**config.mk**
```make
export PLATFORM = sky130hd
export DESIGN_NAME = pkt_join
export DESIGN_NICKNAME = d
export VERILOG_FILES = /design/src/common/stream_pkg.sv /design/src/common/join_pkg.sv /design/src/logic/stream_pipe.sv /design/src/join/byte_merge.sv /design/src/join/join_fsm.sv /design/src/join/pkt_join.sv
export SDC_FILE = /design/constraint.sdc
export NUM_CORES = 1
export LEC_CHECK = 0
export BUFFER_PORTS_ARGS = -buffer_cell sky130_fd_sc_hd__clkbuf_2
export CAP_MARGIN = 40
export CORE_UTILIZATION = 30
export CTS_CLUSTER_DIAMETER = 200
export DETAILED_ROUTE_END_ITERATION = 12
export SYNTH_ARGS = -nofsm -noshare
export SYNTH_HDL_FRONTEND = slang
export SYNTH_SLANG_ARGS = --single-unit
```
**constraint.sdc**
```tcl
create_clock -name clk -period 13.3 [get_ports clk]
set_clock_uncertainty 0.1 [all_clocks]
set_input_delay 0 -clock clk [delete_from_list [all_inputs] [get_ports clk]]
set_output_delay 0 -clock clk [all_outputs]
set_load 0.03 [all_outputs]
```
**src/common/stream_pkg.sv**
```systemverilog
// --------------------
// byte stream word layout, little endian only.
// byte 0 sits in the low bits of a word.
// keep masks are contiguous from bit 0.
// --------------------
`default_nettype none

package stream_pkg;

   // --------------------
   // word geometry.
   // --------------------

   // data bytes carried by one stream word.
   localparam int DATA_BYTES = 8;

   // a count must reach two full words, 0 to 16 bytes.
   localparam int COUNT_W = 5;

   // --------------------
   // stream types.
   // --------------------

   // one word of data, byte i at bits [8*i+7:8*i].
   typedef logic [DATA_BYTES*8-1:0] byte_data_t;

   // one valid bit per byte.
   typedef logic [DATA_BYTES-1:0] byte_keep_t;

   // number of valid bytes.
   typedef logic [COUNT_W-1:0] byte_count_t;

endpackage

`default_nettype wire

```
**src/common/join_pkg.sv**
```systemverilog
// --------------------
// definitions of the header/payload joiner.
// keep_to_count expects a contiguous mask from bit 0.
// --------------------
`default_nettype none

package join_pkg;

   import stream_pkg::*;

   // --------------------
   // joiner states.
   // --------------------

   // hdr    merge header words into the output.
   // pyld   append payload words behind the header.
   // flush  send the last carry bytes.
   // drop   discard the payload of a dropped header.
   typedef enum logic [1:0] {
      HDR,
      PYLD,
      FLUSH,
      DROP
   } join_state_t;

   // --------------------
   // helpers.
   // --------------------

   // byte count of a contiguous keep mask.
   // the highest set bit gives the count.
   function automatic byte_count_t keep_to_count(input byte_keep_t keep);
      byte_count_t count;
      count = '0;
      for (int i = 0; i < DATA_BYTES; i++) begin
         if (keep[i]) begin
            count = byte_count_t'(i + 1);
         end
      end
      return count;
   endfunction

endpackage

`default_nettype wire

```
**src/logic/stream_pipe.sv**
```systemverilog
// --------------------
// valid/ready register slice with a one-entry skid buffer.
// full rate, one cycle latency, in_ready comes from a flop.
// --------------------
`timescale 1ns/1ns
`default_nettype none

module stream_pipe
   import stream_pkg::*;
(
   input  logic       clk,
   input  logic       resetn,

   input  logic       in_valid,
   output logic       in_ready,
   input  byte_data_t in_data,
   input  byte_keep_t in_keep,
   input  logic       in_last,

   output logic       out_valid,
   input  logic       out_ready,
   output byte_data_t out_data,
   output byte_keep_t out_keep,
   output logic       out_last
);

   // skid entry, holds a word that arrived while the output stalled.
   logic       skid_valid;
   byte_data_t skid_data;
   byte_keep_t skid_keep;
   logic       skid_last;

   logic       in_fire;
   logic       main_load;

   // ready drops only while the skid entry is full.
   assign in_ready  = !skid_valid;
   assign in_fire   = in_valid && in_ready;

   // main register may take a new word when empty or being drained.
   assign main_load = !out_valid || out_ready;

   // --------------------
   // control.
   // --------------------
   always_ff @(posedge clk) begin
      if (!resetn) begin
         out_valid  <= 1'b0;
         skid_valid <= 1'b0;
      end else begin
         if (main_load) begin
            // skid word goes first, else the new input word.
            out_valid  <= skid_valid || in_fire;
            skid_valid <= 1'b0;
         end else if (in_fire) begin
            // output stalled, park the word.
            skid_valid <= 1'b1;
         end
      end
   end

   // --------------------
   // payload.
   // --------------------
   always_ff @(posedge clk) begin
      if (main_load) begin
         if (skid_valid) begin
            out_data <= skid_data;
            out_keep <= skid_keep;
            out_last <= skid_last;
         end else if (in_fire) begin
            out_data <= in_data;
            out_keep <= in_keep;
            out_last <= in_last;
         end
      end else if (in_fire) begin
         skid_data <= in_data;
         skid_keep <= in_keep;
         skid_last <= in_last;
      end
   end

endmodule

`default_nettype wire

```
**src/join/byte_merge.sv**
```systemverilog
// --------------------
// packs carry bytes and an incoming word into one word plus new carry.
// carry_count must stay below 8 when in_keep is not empty.
// --------------------
`timescale 1ns/1ns
`default_nettype none

module byte_merge
   import stream_pkg::*;
   import join_pkg::*;
(
   input  byte_data_t  carry_data,
   input  byte_count_t carry_count,
   input  byte_data_t  in_data,
   input  byte_keep_t  in_keep,

   output byte_data_t  word_data,
   output byte_keep_t  word_keep,
   output logic        word_full,
   output byte_data_t  next_carry_data,
   output byte_count_t next_carry_count
);

   byte_count_t                  in_count;
   byte_count_t                  total;
   byte_data_t                   carry_masked;
   byte_data_t                   in_masked;
   logic [2*DATA_BYTES*8-1:0]    merged;

   always_comb begin
      in_count = keep_to_count(in_keep);
      total    = carry_count + in_count;

      // zero every byte outside its count, so the or below is clean.
      for (int i = 0; i < DATA_BYTES; i++) begin
         carry_masked[i*8 +: 8] = (i < carry_count) ? carry_data[i*8 +: 8] : 8'h00;
         in_masked[i*8 +: 8]    = in_keep[i] ? in_data[i*8 +: 8] : 8'h00;
      end

      // incoming bytes land right above the carry.
      merged = {{DATA_BYTES*8{1'b0}}, carry_masked} |
               ({{DATA_BYTES*8{1'b0}}, in_masked} << {carry_count, 3'b000});

      word_data = merged[DATA_BYTES*8-1:0];
      word_full = (total >= byte_count_t'(DATA_BYTES));
      for (int i = 0; i < DATA_BYTES; i++) begin
         word_keep[i] = (i < total);
      end

      // full word leaves the upper half as carry, else everything stays.
      if (word_full) begin
         next_carry_data  = merged[2*DATA_BYTES*8-1:DATA_BYTES*8];
         next_carry_count = total - byte_count_t'(DATA_BYTES);
      end else begin
         next_carry_data  = word_data;
         next_carry_count = total;
      end
   end

endmodule

`default_nettype wire

```
**src/join/join_fsm.sv**
```systemverilog
// --------------------
// sequences header, payload, flush and drop, holds the carry bytes.
// a zero-keep header last word is taken as a drop, legal only alone.
// output is combinational toward a register slice.
// --------------------
`timescale 1ns/1ns
`default_nettype none

module join_fsm
   import stream_pkg::*;
   import join_pkg::*;
(
   input  logic       clk,
   input  logic       resetn,

   input  logic       hdr_valid,
   output logic       hdr_ready,
   input  byte_data_t hdr_data,
   input  byte_keep_t hdr_keep,
   input  logic       hdr_last,

   input  logic       pyld_valid,
   output logic       pyld_ready,
   input  byte_data_t pyld_data,
   input  byte_keep_t pyld_keep,
   input  logic       pyld_last,

   output logic       out_valid,
   input  logic       out_ready,
   output byte_data_t out_data,
   output byte_keep_t out_keep,
   output logic       out_last
);

   join_state_t state;
   join_state_t state_next;

   // carry bytes not yet sent, low aligned.
   byte_data_t  carry_data;
   byte_count_t carry_count;
   logic        carry_load;
   logic        carry_clear;

   byte_data_t  merge_data;
   byte_keep_t  merge_keep;
   byte_data_t  word_data;
   byte_keep_t  word_keep;
   logic        word_full;
   byte_data_t  next_carry_data;
   byte_count_t next_carry_count;

   logic        hdr_drop;
   logic        fits;
   logic        consume;

   // --------------------
   // merge datapath.
   // --------------------

   // flush feeds no input bytes, so the merge returns the carry itself.
   assign merge_data = (state == PYLD) ? pyld_data : hdr_data;
   always_comb begin
      case (state)
         HDR:     merge_keep = hdr_keep;
         PYLD:    merge_keep = pyld_keep;
         default: merge_keep = '0;
      endcase
   end

   byte_merge byte_merge_i (
      .carry_data       (carry_data),
      .carry_count      (carry_count),
      .in_data          (merge_data),
      .in_keep          (merge_keep),
      .word_data        (word_data),
      .word_keep        (word_keep),
      .word_full        (word_full),
      .next_carry_data  (next_carry_data),
      .next_carry_count (next_carry_count)
   );

   assign out_data = word_data;
   assign out_keep = word_keep;

   // empty header word marks a dropped packet.
   assign hdr_drop = hdr_last && (keep_to_count(hdr_keep) == '0);

   // all merged bytes fit into one word, no flush needed.
   assign fits = !word_full || (next_carry_count == '0);

   // --------------------
   // next state.
   // --------------------
   always_comb begin
      state_next  = state;
      hdr_ready   = 1'b0;
      pyld_ready  = 1'b0;
      out_valid   = 1'b0;
      out_last    = 1'b0;
      carry_load  = 1'b0;
      carry_clear = 1'b0;
      consume     = 1'b0;
      case (state)
         HDR: begin
            if (hdr_valid) begin
               if (hdr_drop) begin
                  hdr_ready   = 1'b1;
                  carry_clear = 1'b1;
                  state_next  = DROP;
               end else begin
                  // a word that only grows the carry needs no output slot.
                  out_valid  = word_full;
                  consume    = !word_full || out_ready;
                  hdr_ready  = consume;
                  carry_load = consume;
                  if (consume && hdr_last) begin
                     state_next = PYLD;
                  end
               end
            end
         end
         PYLD: begin
            if (pyld_valid) begin
               out_valid  = word_full || pyld_last;
               out_last   = pyld_last && fits;
               consume    = !out_valid || out_ready;
               pyld_ready = consume;
               if (consume) begin
                  if (pyld_last && fits) begin
                     carry_clear = 1'b1;
                     state_next  = HDR;
                  end else begin
                     carry_load = 1'b1;
                     if (pyld_last) begin
                        state_next = FLUSH;
                     end
                  end
               end
            end
         end
         FLUSH: begin
            // remainder after the payload last word.
            out_valid = 1'b1;
            out_last  = 1'b1;
            if (out_ready) begin
               carry_clear = 1'b1;
               state_next  = HDR;
            end
         end
         DROP: begin
            pyld_ready = 1'b1;
            if (pyld_valid && pyld_last) begin
               carry_clear = 1'b1;
               state_next  = HDR;
            end
         end
         default: begin
            state_next = HDR;
         end
      endcase
   end

   // --------------------
   // registers.
   // --------------------
   always_ff @(posedge clk) begin
      if (!resetn) begin
         state       <= HDR;
         carry_count <= '0;
      end else begin
         state <= state_next;
         if (carry_clear) begin
            carry_count <= '0;
         end else if (carry_load) begin
            carry_count <= next_carry_count;
         end
      end
   end

   // bytes above carry_count are masked in the merge.
   always_ff @(posedge clk) begin
      if (carry_load) begin
         carry_data <= next_carry_data;
      end
   end

endmodule

`default_nettype wire

```
**src/join/pkt_join.sv**
```systemverilog
// --------------------
// joins a header stream and a payload stream into one packet stream.
// one payload packet is read per header packet.
// all three streams pass a register slice.
// --------------------
`timescale 1ns/1ns
`default_nettype none

module pkt_join
   import stream_pkg::*;
(
   input  logic       clk,
   input  logic       resetn,

   input  logic       hdr_valid,
   output logic       hdr_ready,
   input  byte_data_t hdr_data,
   input  byte_keep_t hdr_keep,
   input  logic       hdr_last,

   input  logic       pyld_valid,
   output logic       pyld_ready,
   input  byte_data_t pyld_data,
   input  byte_keep_t pyld_keep,
   input  logic       pyld_last,

   output logic       out_valid,
   input  logic       out_ready,
   output byte_data_t out_data,
   output byte_keep_t out_keep,
   output logic       out_last
);

   // registered header stream.
   logic       hdr_p_valid;
   logic       hdr_p_ready;
   byte_data_t hdr_p_data;
   byte_keep_t hdr_p_keep;
   logic       hdr_p_last;

   // registered payload stream.
   logic       pyld_p_valid;
   logic       pyld_p_ready;
   byte_data_t pyld_p_data;
   byte_keep_t pyld_p_keep;
   logic       pyld_p_last;

   // joined stream before the output slice.
   logic       join_valid;
   logic       join_ready;
   byte_data_t join_data;
   byte_keep_t join_keep;
   logic       join_last;

   stream_pipe hdr_pipe_i (
      .clk       (clk),
      .resetn    (resetn),
      .in_valid  (hdr_valid),
      .in_ready  (hdr_ready),
      .in_data   (hdr_data),
      .in_keep   (hdr_keep),
      .in_last   (hdr_last),
      .out_valid (hdr_p_valid),
      .out_ready (hdr_p_ready),
      .out_data  (hdr_p_data),
      .out_keep  (hdr_p_keep),
      .out_last  (hdr_p_last)
   );

   stream_pipe pyld_pipe_i (
      .clk       (clk),
      .resetn    (resetn),
      .in_valid  (pyld_valid),
      .in_ready  (pyld_ready),
      .in_data   (pyld_data),
      .in_keep   (pyld_keep),
      .in_last   (pyld_last),
      .out_valid (pyld_p_valid),
      .out_ready (pyld_p_ready),
      .out_data  (pyld_p_data),
      .out_keep  (pyld_p_keep),
      .out_last  (pyld_p_last)
   );

   join_fsm join_fsm_i (
      .clk        (clk),
      .resetn     (resetn),
      .hdr_valid  (hdr_p_valid),
      .hdr_ready  (hdr_p_ready),
      .hdr_data   (hdr_p_data),
      .hdr_keep   (hdr_p_keep),
      .hdr_last   (hdr_p_last),
      .pyld_valid (pyld_p_valid),
      .pyld_ready (pyld_p_ready),
      .pyld_data  (pyld_p_data),
      .pyld_keep  (pyld_p_keep),
      .pyld_last  (pyld_p_last),
      .out_valid  (join_valid),
      .out_ready  (join_ready),
      .out_data   (join_data),
      .out_keep   (join_keep),
      .out_last   (join_last)
   );

   // output slice cuts the combinational path out of the FSM.
   stream_pipe out_pipe_i (
      .clk       (clk),
      .resetn    (resetn),
      .in_valid  (join_valid),
      .in_ready  (join_ready),
      .in_data   (join_data),
      .in_keep   (join_keep),
      .in_last   (join_last),
      .out_valid (out_valid),
      .out_ready (out_ready),
      .out_data  (out_data),
      .out_keep  (out_keep),
      .out_last  (out_last)
   );

endmodule

`default_nettype wire

```
# Word level (Yosys, flattened, before mapping)
# Index checks and enable logic that the tools add are counted.
# Widths: inputs -> output; s select.
[totals]
regBits = 515
input_bits = 151
out_inout_bits = 76
[classes]
add_sub_neg = 2
magnitude_cmp = 17
n_eq_ne = 10
n_shift = 1
muxes = 89
bitwise = 5
n_reduce_logical = 42
[ops]
columns = ["cell", "n"]
rows = [
  ["$mux 64", 8],
  ["$mux 8", 22],
  ["$or 64x128->128", 1],
  ["$shl 64x8->128", 1],
  ["$lt 3x5->1 const A", 8],
  ["$mux 5", 8],
  ["$mux 1", 28],
  ["$mux 2", 11],
  ["$lt 1x5->1 const A", 4],
  ["$lt 2x5->1 const A", 4],
  ["$pmux 8 s2", 1],
  ["$mux 3", 4],
  ["$reduce_and 2->1", 6],
  ["$logic_not 5->1", 2],
  ["$logic_or 1x1->1", 10],
  ["$logic_not 1->1", 8],
  ["$ne 2x2->1 const B", 4],
  ["$pmux 2 s4", 1],
  ["$reduce_or 2->1", 4],
  ["$logic_and 1x1->1", 7],
  ["$reduce_and 7->1", 1],
  ["$pmux 1 s2", 3],
  ["$reduce_bool 2->1", 3],
  ["$add 5x5->5", 1],
  ["other kinds (12)", 16],
]

# Logic depth before layout (Yosys ltp)
[logic_depth]
ltp_word = 21
mapped_depth = 23

# Modules after synthesis
# From an unflattened synthesis, not the netlist that was laid out.
[hier_totals]
hier_cells = 1714
hier_area_um2 = 24923.9
[modules_own_cells]
columns = ["module", "instances", "cells_per_inst", "area_per_inst_um2", "seq_area_each_um2"]
rows = [
  ["stream_pipe", 3, 236, 5469.0, 4424.2],
  ["byte_merge", 1, 776, 5066.1, 0.0],
  ["join_fsm", 1, 230, 3450.8, 2062.0],
]

# Worst setup path after synthesis
# Ideal clock, no wire load.
[synth_path]
path_type = "reg-to-reg"
startpoint = "register join_fsm_i.state[1]"
endpoint = "register out_pipe_i.skid_data[0] (enable)"
setup_ns = 0.609
arrival_time_ns = 8.931
slack_ns = 3.660
stages_incl_launch_ff = 22
path_buffers = 4
synth_period_minus_slack_ns = 9.640
cell_sequence = "dfxtp_1 inv_1 ha_1 buf_6 buf_8 buf_6 buf_2 nand2_1 a221oi_1 a21oi_1 a222oi_1 o21ai_0 a21oi_1 ha_1 inv_1 fa_1 nand2b_1 a21oi_2 xnor2_1 a31oi_1 o21ai_0 nor3b_1"
[synth_via]
elab_chain_cells = 17
[synth_lines]
columns = ["element", "line", "rtl"]
rows = [
  ["start, declared", "join_fsm.sv:35", "join_state_t state;"],
  ["start signal, assigned", "join_fsm.sv:171", "state <= state_next;"],
  ["$eq 2x1->1 / $logic_not 2->1 (equally long branches)", "join_fsm.sv:63, join_fsm.sv:103", ""],
  ["$pmux 8 s2", "join_fsm.sv:63", "case (state)"],
  ["$mux 1", "join_pkg.sv:36", "if (keep[i]) begin"],
  ["$mux 5 (7 in a row)", "join_pkg.sv:36", ""],
  ["$add 5x5->5", "byte_merge.sv:32", "total = carry_count + in_count;"],
  ["$ge 5x4->1", "byte_merge.sv:45", "word_full = (total >= byte_count_t'(DATA_BYTES));"],
  ["$mux 1 / $logic_or 1x1->1 (equally long branches)", "join_fsm.sv:106, join_fsm.sv:124", ""],
  ["$mux 1, on equally long branches", "join_fsm.sv:105, join_fsm.sv:123", ""],
  ["$pmux 1 s3 *", "join_fsm.sv:103", "case (state)"],
  ["$logic_and 1x1->1 *", "stream_pipe.sv:38", "assign in_fire = in_valid && in_ready;"],
  ["$reduce_and 2->1 (no line) *", "--", ""],
  ["end signal, assigned", "stream_pipe.sv:77", "skid_data <= in_data;"],
  ["end, declared", "stream_pipe.sv:29", "byte_data_t skid_data;"],
]
# Every way passes the cells marked *; elsewhere a longest branch is shown, timed or not.
# A chain may end at the register's enable or synchronous reset.

# Worst setup path in the final report
[layout_path]
startpoint = "register join_fsm_i.state[1]"
endpoint = "register hdr_pipe_i.skid_data[58] (enable)"
[layout_via]
elab_chain_cells = 20
[layout_lines]
columns = ["element", "line", "rtl"]
rows = [
  ["$eq 2x1->1 / $logic_not 2->1 (equally long branches)", "join_fsm.sv:63, join_fsm.sv:103", ""],
  ["$pmux 8 s2", "join_fsm.sv:63", ""],
  ["$mux 1", "join_pkg.sv:36", ""],
  ["$mux 5 (7 in a row)", "join_pkg.sv:36", ""],
  ["$add 5x5->5", "byte_merge.sv:32", ""],
  ["$ge 5x4->1", "byte_merge.sv:45", ""],
  ["$logic_not 1->1", "join_fsm.sv:113", "consume = !word_full || out_ready;"],
  ["$logic_or 1x1->1", "join_fsm.sv:113", ""],
  ["$mux 1", "join_fsm.sv:106", "if (hdr_drop) begin"],
  ["$mux 1", "join_fsm.sv:105", "if (hdr_valid) begin"],
  ["$mux 1 *", "join_fsm.sv:103", ""],
  ["$logic_or 1x1->1 *", "stream_pipe.sv:41", "assign main_load = !out_valid || out_ready;"],
  ["$not 1->1 (no line) *", "--", ""],
  ["$reduce_and 2->1 (no line) *", "--", ""],
  ["end signal, assigned", "stream_pipe.sv:77", ""],
  ["end, declared", "stream_pipe.sv:29", ""],
]
# Marked as above.

==> metrics.txt <==
Chip Height=291.8 um; xor/xnor share of the synthesized area=0.001390; Reg2Reg Depth=18; Setup CP Type=reg2reg; start point of the worst hold path=pyld_data[20]; Rows=105; post-route ant nets=0; Fillers=7772; post-CTS setup buffer count=0; Post-Syn Area=25200 um^2; post-DR wirelength/cell=25.02 um; met2 WL post-DR=38960 um; dpl ws=6595 ps; Die Footprint=85160 um^2; max layer used=met5; Rel. slew slack=0.3610; Post-CTS Hold Buffers=166; Yosys top cell area share=0.5982; R2R Path Start=join_fsm_i.state[1]$_SDFFE_PN0P_; worst-margin pin slew=958.6 ps; vias in the first global route=18160; Avg Cell Area, Syn=13.39 um^2; initial antenna violation count=3; Yosys reg bits=515; Slew Limit Fails=0; DR DRC count=0; DIE WIDTH=291.8 um; CP max stage delay=660 ps; Buf/Inv on CP=3; Area Overhead vs Synth=23.53%; Hold Path End=pyld_pipe_i.skid_data[20]$_DFFE_PP_; clock sink count=515; cells after synthesis=1882; Largest delay share family, worst path=compound AO/OA/AOI/OAI gates; port bufs=226; Max Fclk=147.5 MHz; global placer's final weighted congestion=0.9770; Top FF cell, synth=edfxtp_1; dpl hpwl=60570 um; crit path capture type=flip-flop; worst skew pair latency=610 ps; fin crit period=6777 ps; worst-case vdd ir drop=0.0001317 V; startpoint type of the worst setup path=flip-flop; Critical Path RT=13440 ps; Netlist cell types=76; vias post-DR=18190; WL met3=5818 um; CTS tree=done; Core Footprint=82640 um^2; RSZ-0062 raised after global routing=false; Tot GR Track Use=0.1950; WP depth=18; DP Area=27670 um^2; first-pass GRT wire length=124300 um; outcome=completed; Final Setup Violations=0; Synth Area in Compound Gates=0.1402; mux cell area share after synthesis=0.1482; layout cells sized above 1=0.2774; max-cap violations=0; total CTS buffers=56; Setup TNS Final=0 ps; hold depth=2; I/O pin total=227; largest family of logic cells by synthesized area=multiplexers; Net Count, Synth=2043; crit path max fanout=57; Worst Path Arrival=6920 ps; post-cts sizing count=0; initial drt markers=1957; asr flop ratio synth=0; RR Endpoint=hdr_pipe_i.skid_data[58]$_DFFE_PP_; Hold Violations, Final=0; final instance area=31130 um^2; vias per std cell=5.385; Initial Util=0.3050; clock buffer depth=3; Fin Hold WS=13.16 ps; Worst R2R Setup Slack=6520 ps; antenna cells=0; final period utilization=0.5096; largest net degree at the start of global routing=69; Power Density=250.2 nW/um^2; Root Driver=clkbuf_16; Routed WL=84480 um; gr ovfl total=0; YS warnings=0; Area contributors post-synth=edfxtp_1 60%, mux2_2 10%, mux2i_1 4.1%; HP Class=in2reg; sequential area share after synthesis=0.6085; First-pass DRT Iterations=6; Final #Nets=2427; M1 WL=37000 um; Post-Synth Adder-Cell Area=0.005263; slowest CP cell=buf_4; Yosys top cell by area=edfxtp_1; Power Total=7.789 mW; simple-gate share of the synthesized area=0.06678; CTS HTree Levels=2; critical-path cell list=inv_1 -> ha_1 -> nand2_1 -> a221oi_1 -> a21oi_1 -> a222oi_1 -> o21ai_0 -> a21oi_1 -> ha_1 -> inv_1 -> fa_1 -> nand2b_1 -> a21oi_2 -> xnor2_1 -> o211ai_1 -> a21boi_0 -> and3_2 -> buf_4; LEAKAGE=10.99 nW; clk slew on worst S/H paths=60 ps; Post-synth EDFFs=502; worst setup margin=6523 ps
worst register-to-register path: stages (launching register included):
cell and delay [ps]:
dfxtp_1 340, inv_1 140, ha_1 580, nand2_1 530
a221oi_1 410, a21oi_1 70, a222oi_1 330, o21ai_0 150
a21oi_1 170, ha_1 200, inv_1 60, fa_1 450
nand2b_1 180, a21oi_2 300, xnor2_1 360, o211ai_1 220
a21boi_0 520, and3_2 540, buf_4 670
flip-flops by register name (all words and copies together), names as in the netlist, 2 cells and up:
signal,cells
out_pipe_i.out_keep,8
pyld_pipe_i.skid_data,64
hdr_pipe_i.out_keep,8
out_pipe_i.skid_keep,8
pyld_pipe_i.out_keep,8
join_fsm_i.state,2
hdr_pipe_i.skid_keep,8
hdr_pipe_i.skid_data,64
out_pipe_i.skid_data,64
out_pipe_i.out_data,64
pyld_pipe_i.skid_keep,8
join_fsm_i.carry_count,5
hdr_pipe_i.out_data,64
join_fsm_i.carry_data,64
pyld_pipe_i.out_data,64
stage by stage:
| stage | util | instances |
|---|---|---|
| floorplan | - | 1882 |
| global placement | 0.3312 | 3080 |
| global route | 0.3767 | 3377 |
| detailed placement | 0.3348 | 3111 |
| CTS | 0.3764 | 3376 |
| finish | 0.3767 | 3377 |
worst max-delay path by stage:
stage / start / to / slack (ps)
floorplan: join_fsm_i.state[1]$_SDFFE_PN0P_ / out_pipe_i.skid_data[0]$_DFFE_PP_ / 3660
global placement: join_fsm_i.state[1]$_SDFFE_PN0P_ / hdr_pipe_i.skid_data[58]$_DFFE_PP_ / 6700
detailed placement: join_fsm_i.state[1]$_SDFFE_PN0P_ / hdr_pipe_i.skid_data[62]$_DFFE_PP_ / 6590
CTS: join_fsm_i.state[1]$_SDFFE_PN0P_ / hdr_pipe_i.skid_data[58]$_DFFE_PP_ / 6540
global route: join_fsm_i.state[0]$_SDFFE_PN0P_ / hdr_pipe_i.skid_data[58]$_DFFE_PP_ / 6070
finish: join_fsm_i.state[1]$_SDFFE_PN0P_ / hdr_pipe_i.skid_data[58]$_DFFE_PP_ / 6520
where the power goes:
| group | internal (mW) | leakage, nW | switching [mW] | total [mW] |
|---|---|---|---|---|
| sequential | 2.46 | 4.82 | 0.148 | 2.61 |
| combinational | 1.16 | 5.29 | 2.49 | 3.65 |
| clock | 0.887 | 0.869 | 0.646 | 1.53 |
routing by layer:
layer  vias to the layer above  track usage
met5                         -            0
met4                         2      0.06650
met3                       152      0.03197
met2                       777       0.3103
met1                      9011       0.2685
li1                       8243            -
synthesized netlist by cell type (11+ instances only):
master and n:
nor2_1 79, nor3_1 20, nand2b_1 12, o21ai_1 20, mux2i_1 103, buf_2 26, a21oi_1 44, and3_1 11
a31oi_1 11, buf_1 11, nand2_1 96, nand3_1 98, a22oi_1 21, o221ai_1 12, mux2_2 228, o211a_1 14
clkbuf_1 79, dfxtp_1 13, o21a_1 22, o22ai_1 27, o31ai_1 14, inv_1 35, o211ai_1 49, a221o_1 34
o21ai_0 108, edfxtp_1 502
cell usage in the layout (no fill, tap or decap), drive strengths merged, types with 21 or more instances in the layout:
master	instances
a21oi	45
a221o	34
a22oi	21
buf	63
clkbuf	300
dlygate4sd3	166
edfxtp	502
inv	37
mux2	228
mux2i	108
nand2	97
nand3	98
nor2	81
nor3	21
o211ai	49
o21a	22
o21ai	132
o22ai	27
cell families after synthesis:
kind of cell | count (synthesis)
flip-flops | 515
AO/OA/AOI/OAI | 490
AND/OR/NAND/NOR | 360
multiplexers | 337
buffers and inverters | 166
adder cells (fa/ha/maj) | 10
XOR/XNOR | 4
cell type report:
| cell class | instances | area (um^2) | area share |
|---|---|---|---|
| sequential | 515 | 15350 | 0.4932 |
| multi-input combinational | 1201 | 9178 | 0.2948 |
| timing repair buffer | 455 | 3349 | 0.1076 |
| clock buffer | 74 | 1499 | 0.04815 |
| tap | 1070 | 1339 | 0.04301 |
| clock inverter | 25 | 274.0 | 0.008802 |
| inverter | 37 | 138.9 | 0.004461 |
Note: power is estimated with default switching activity, not from simulation.
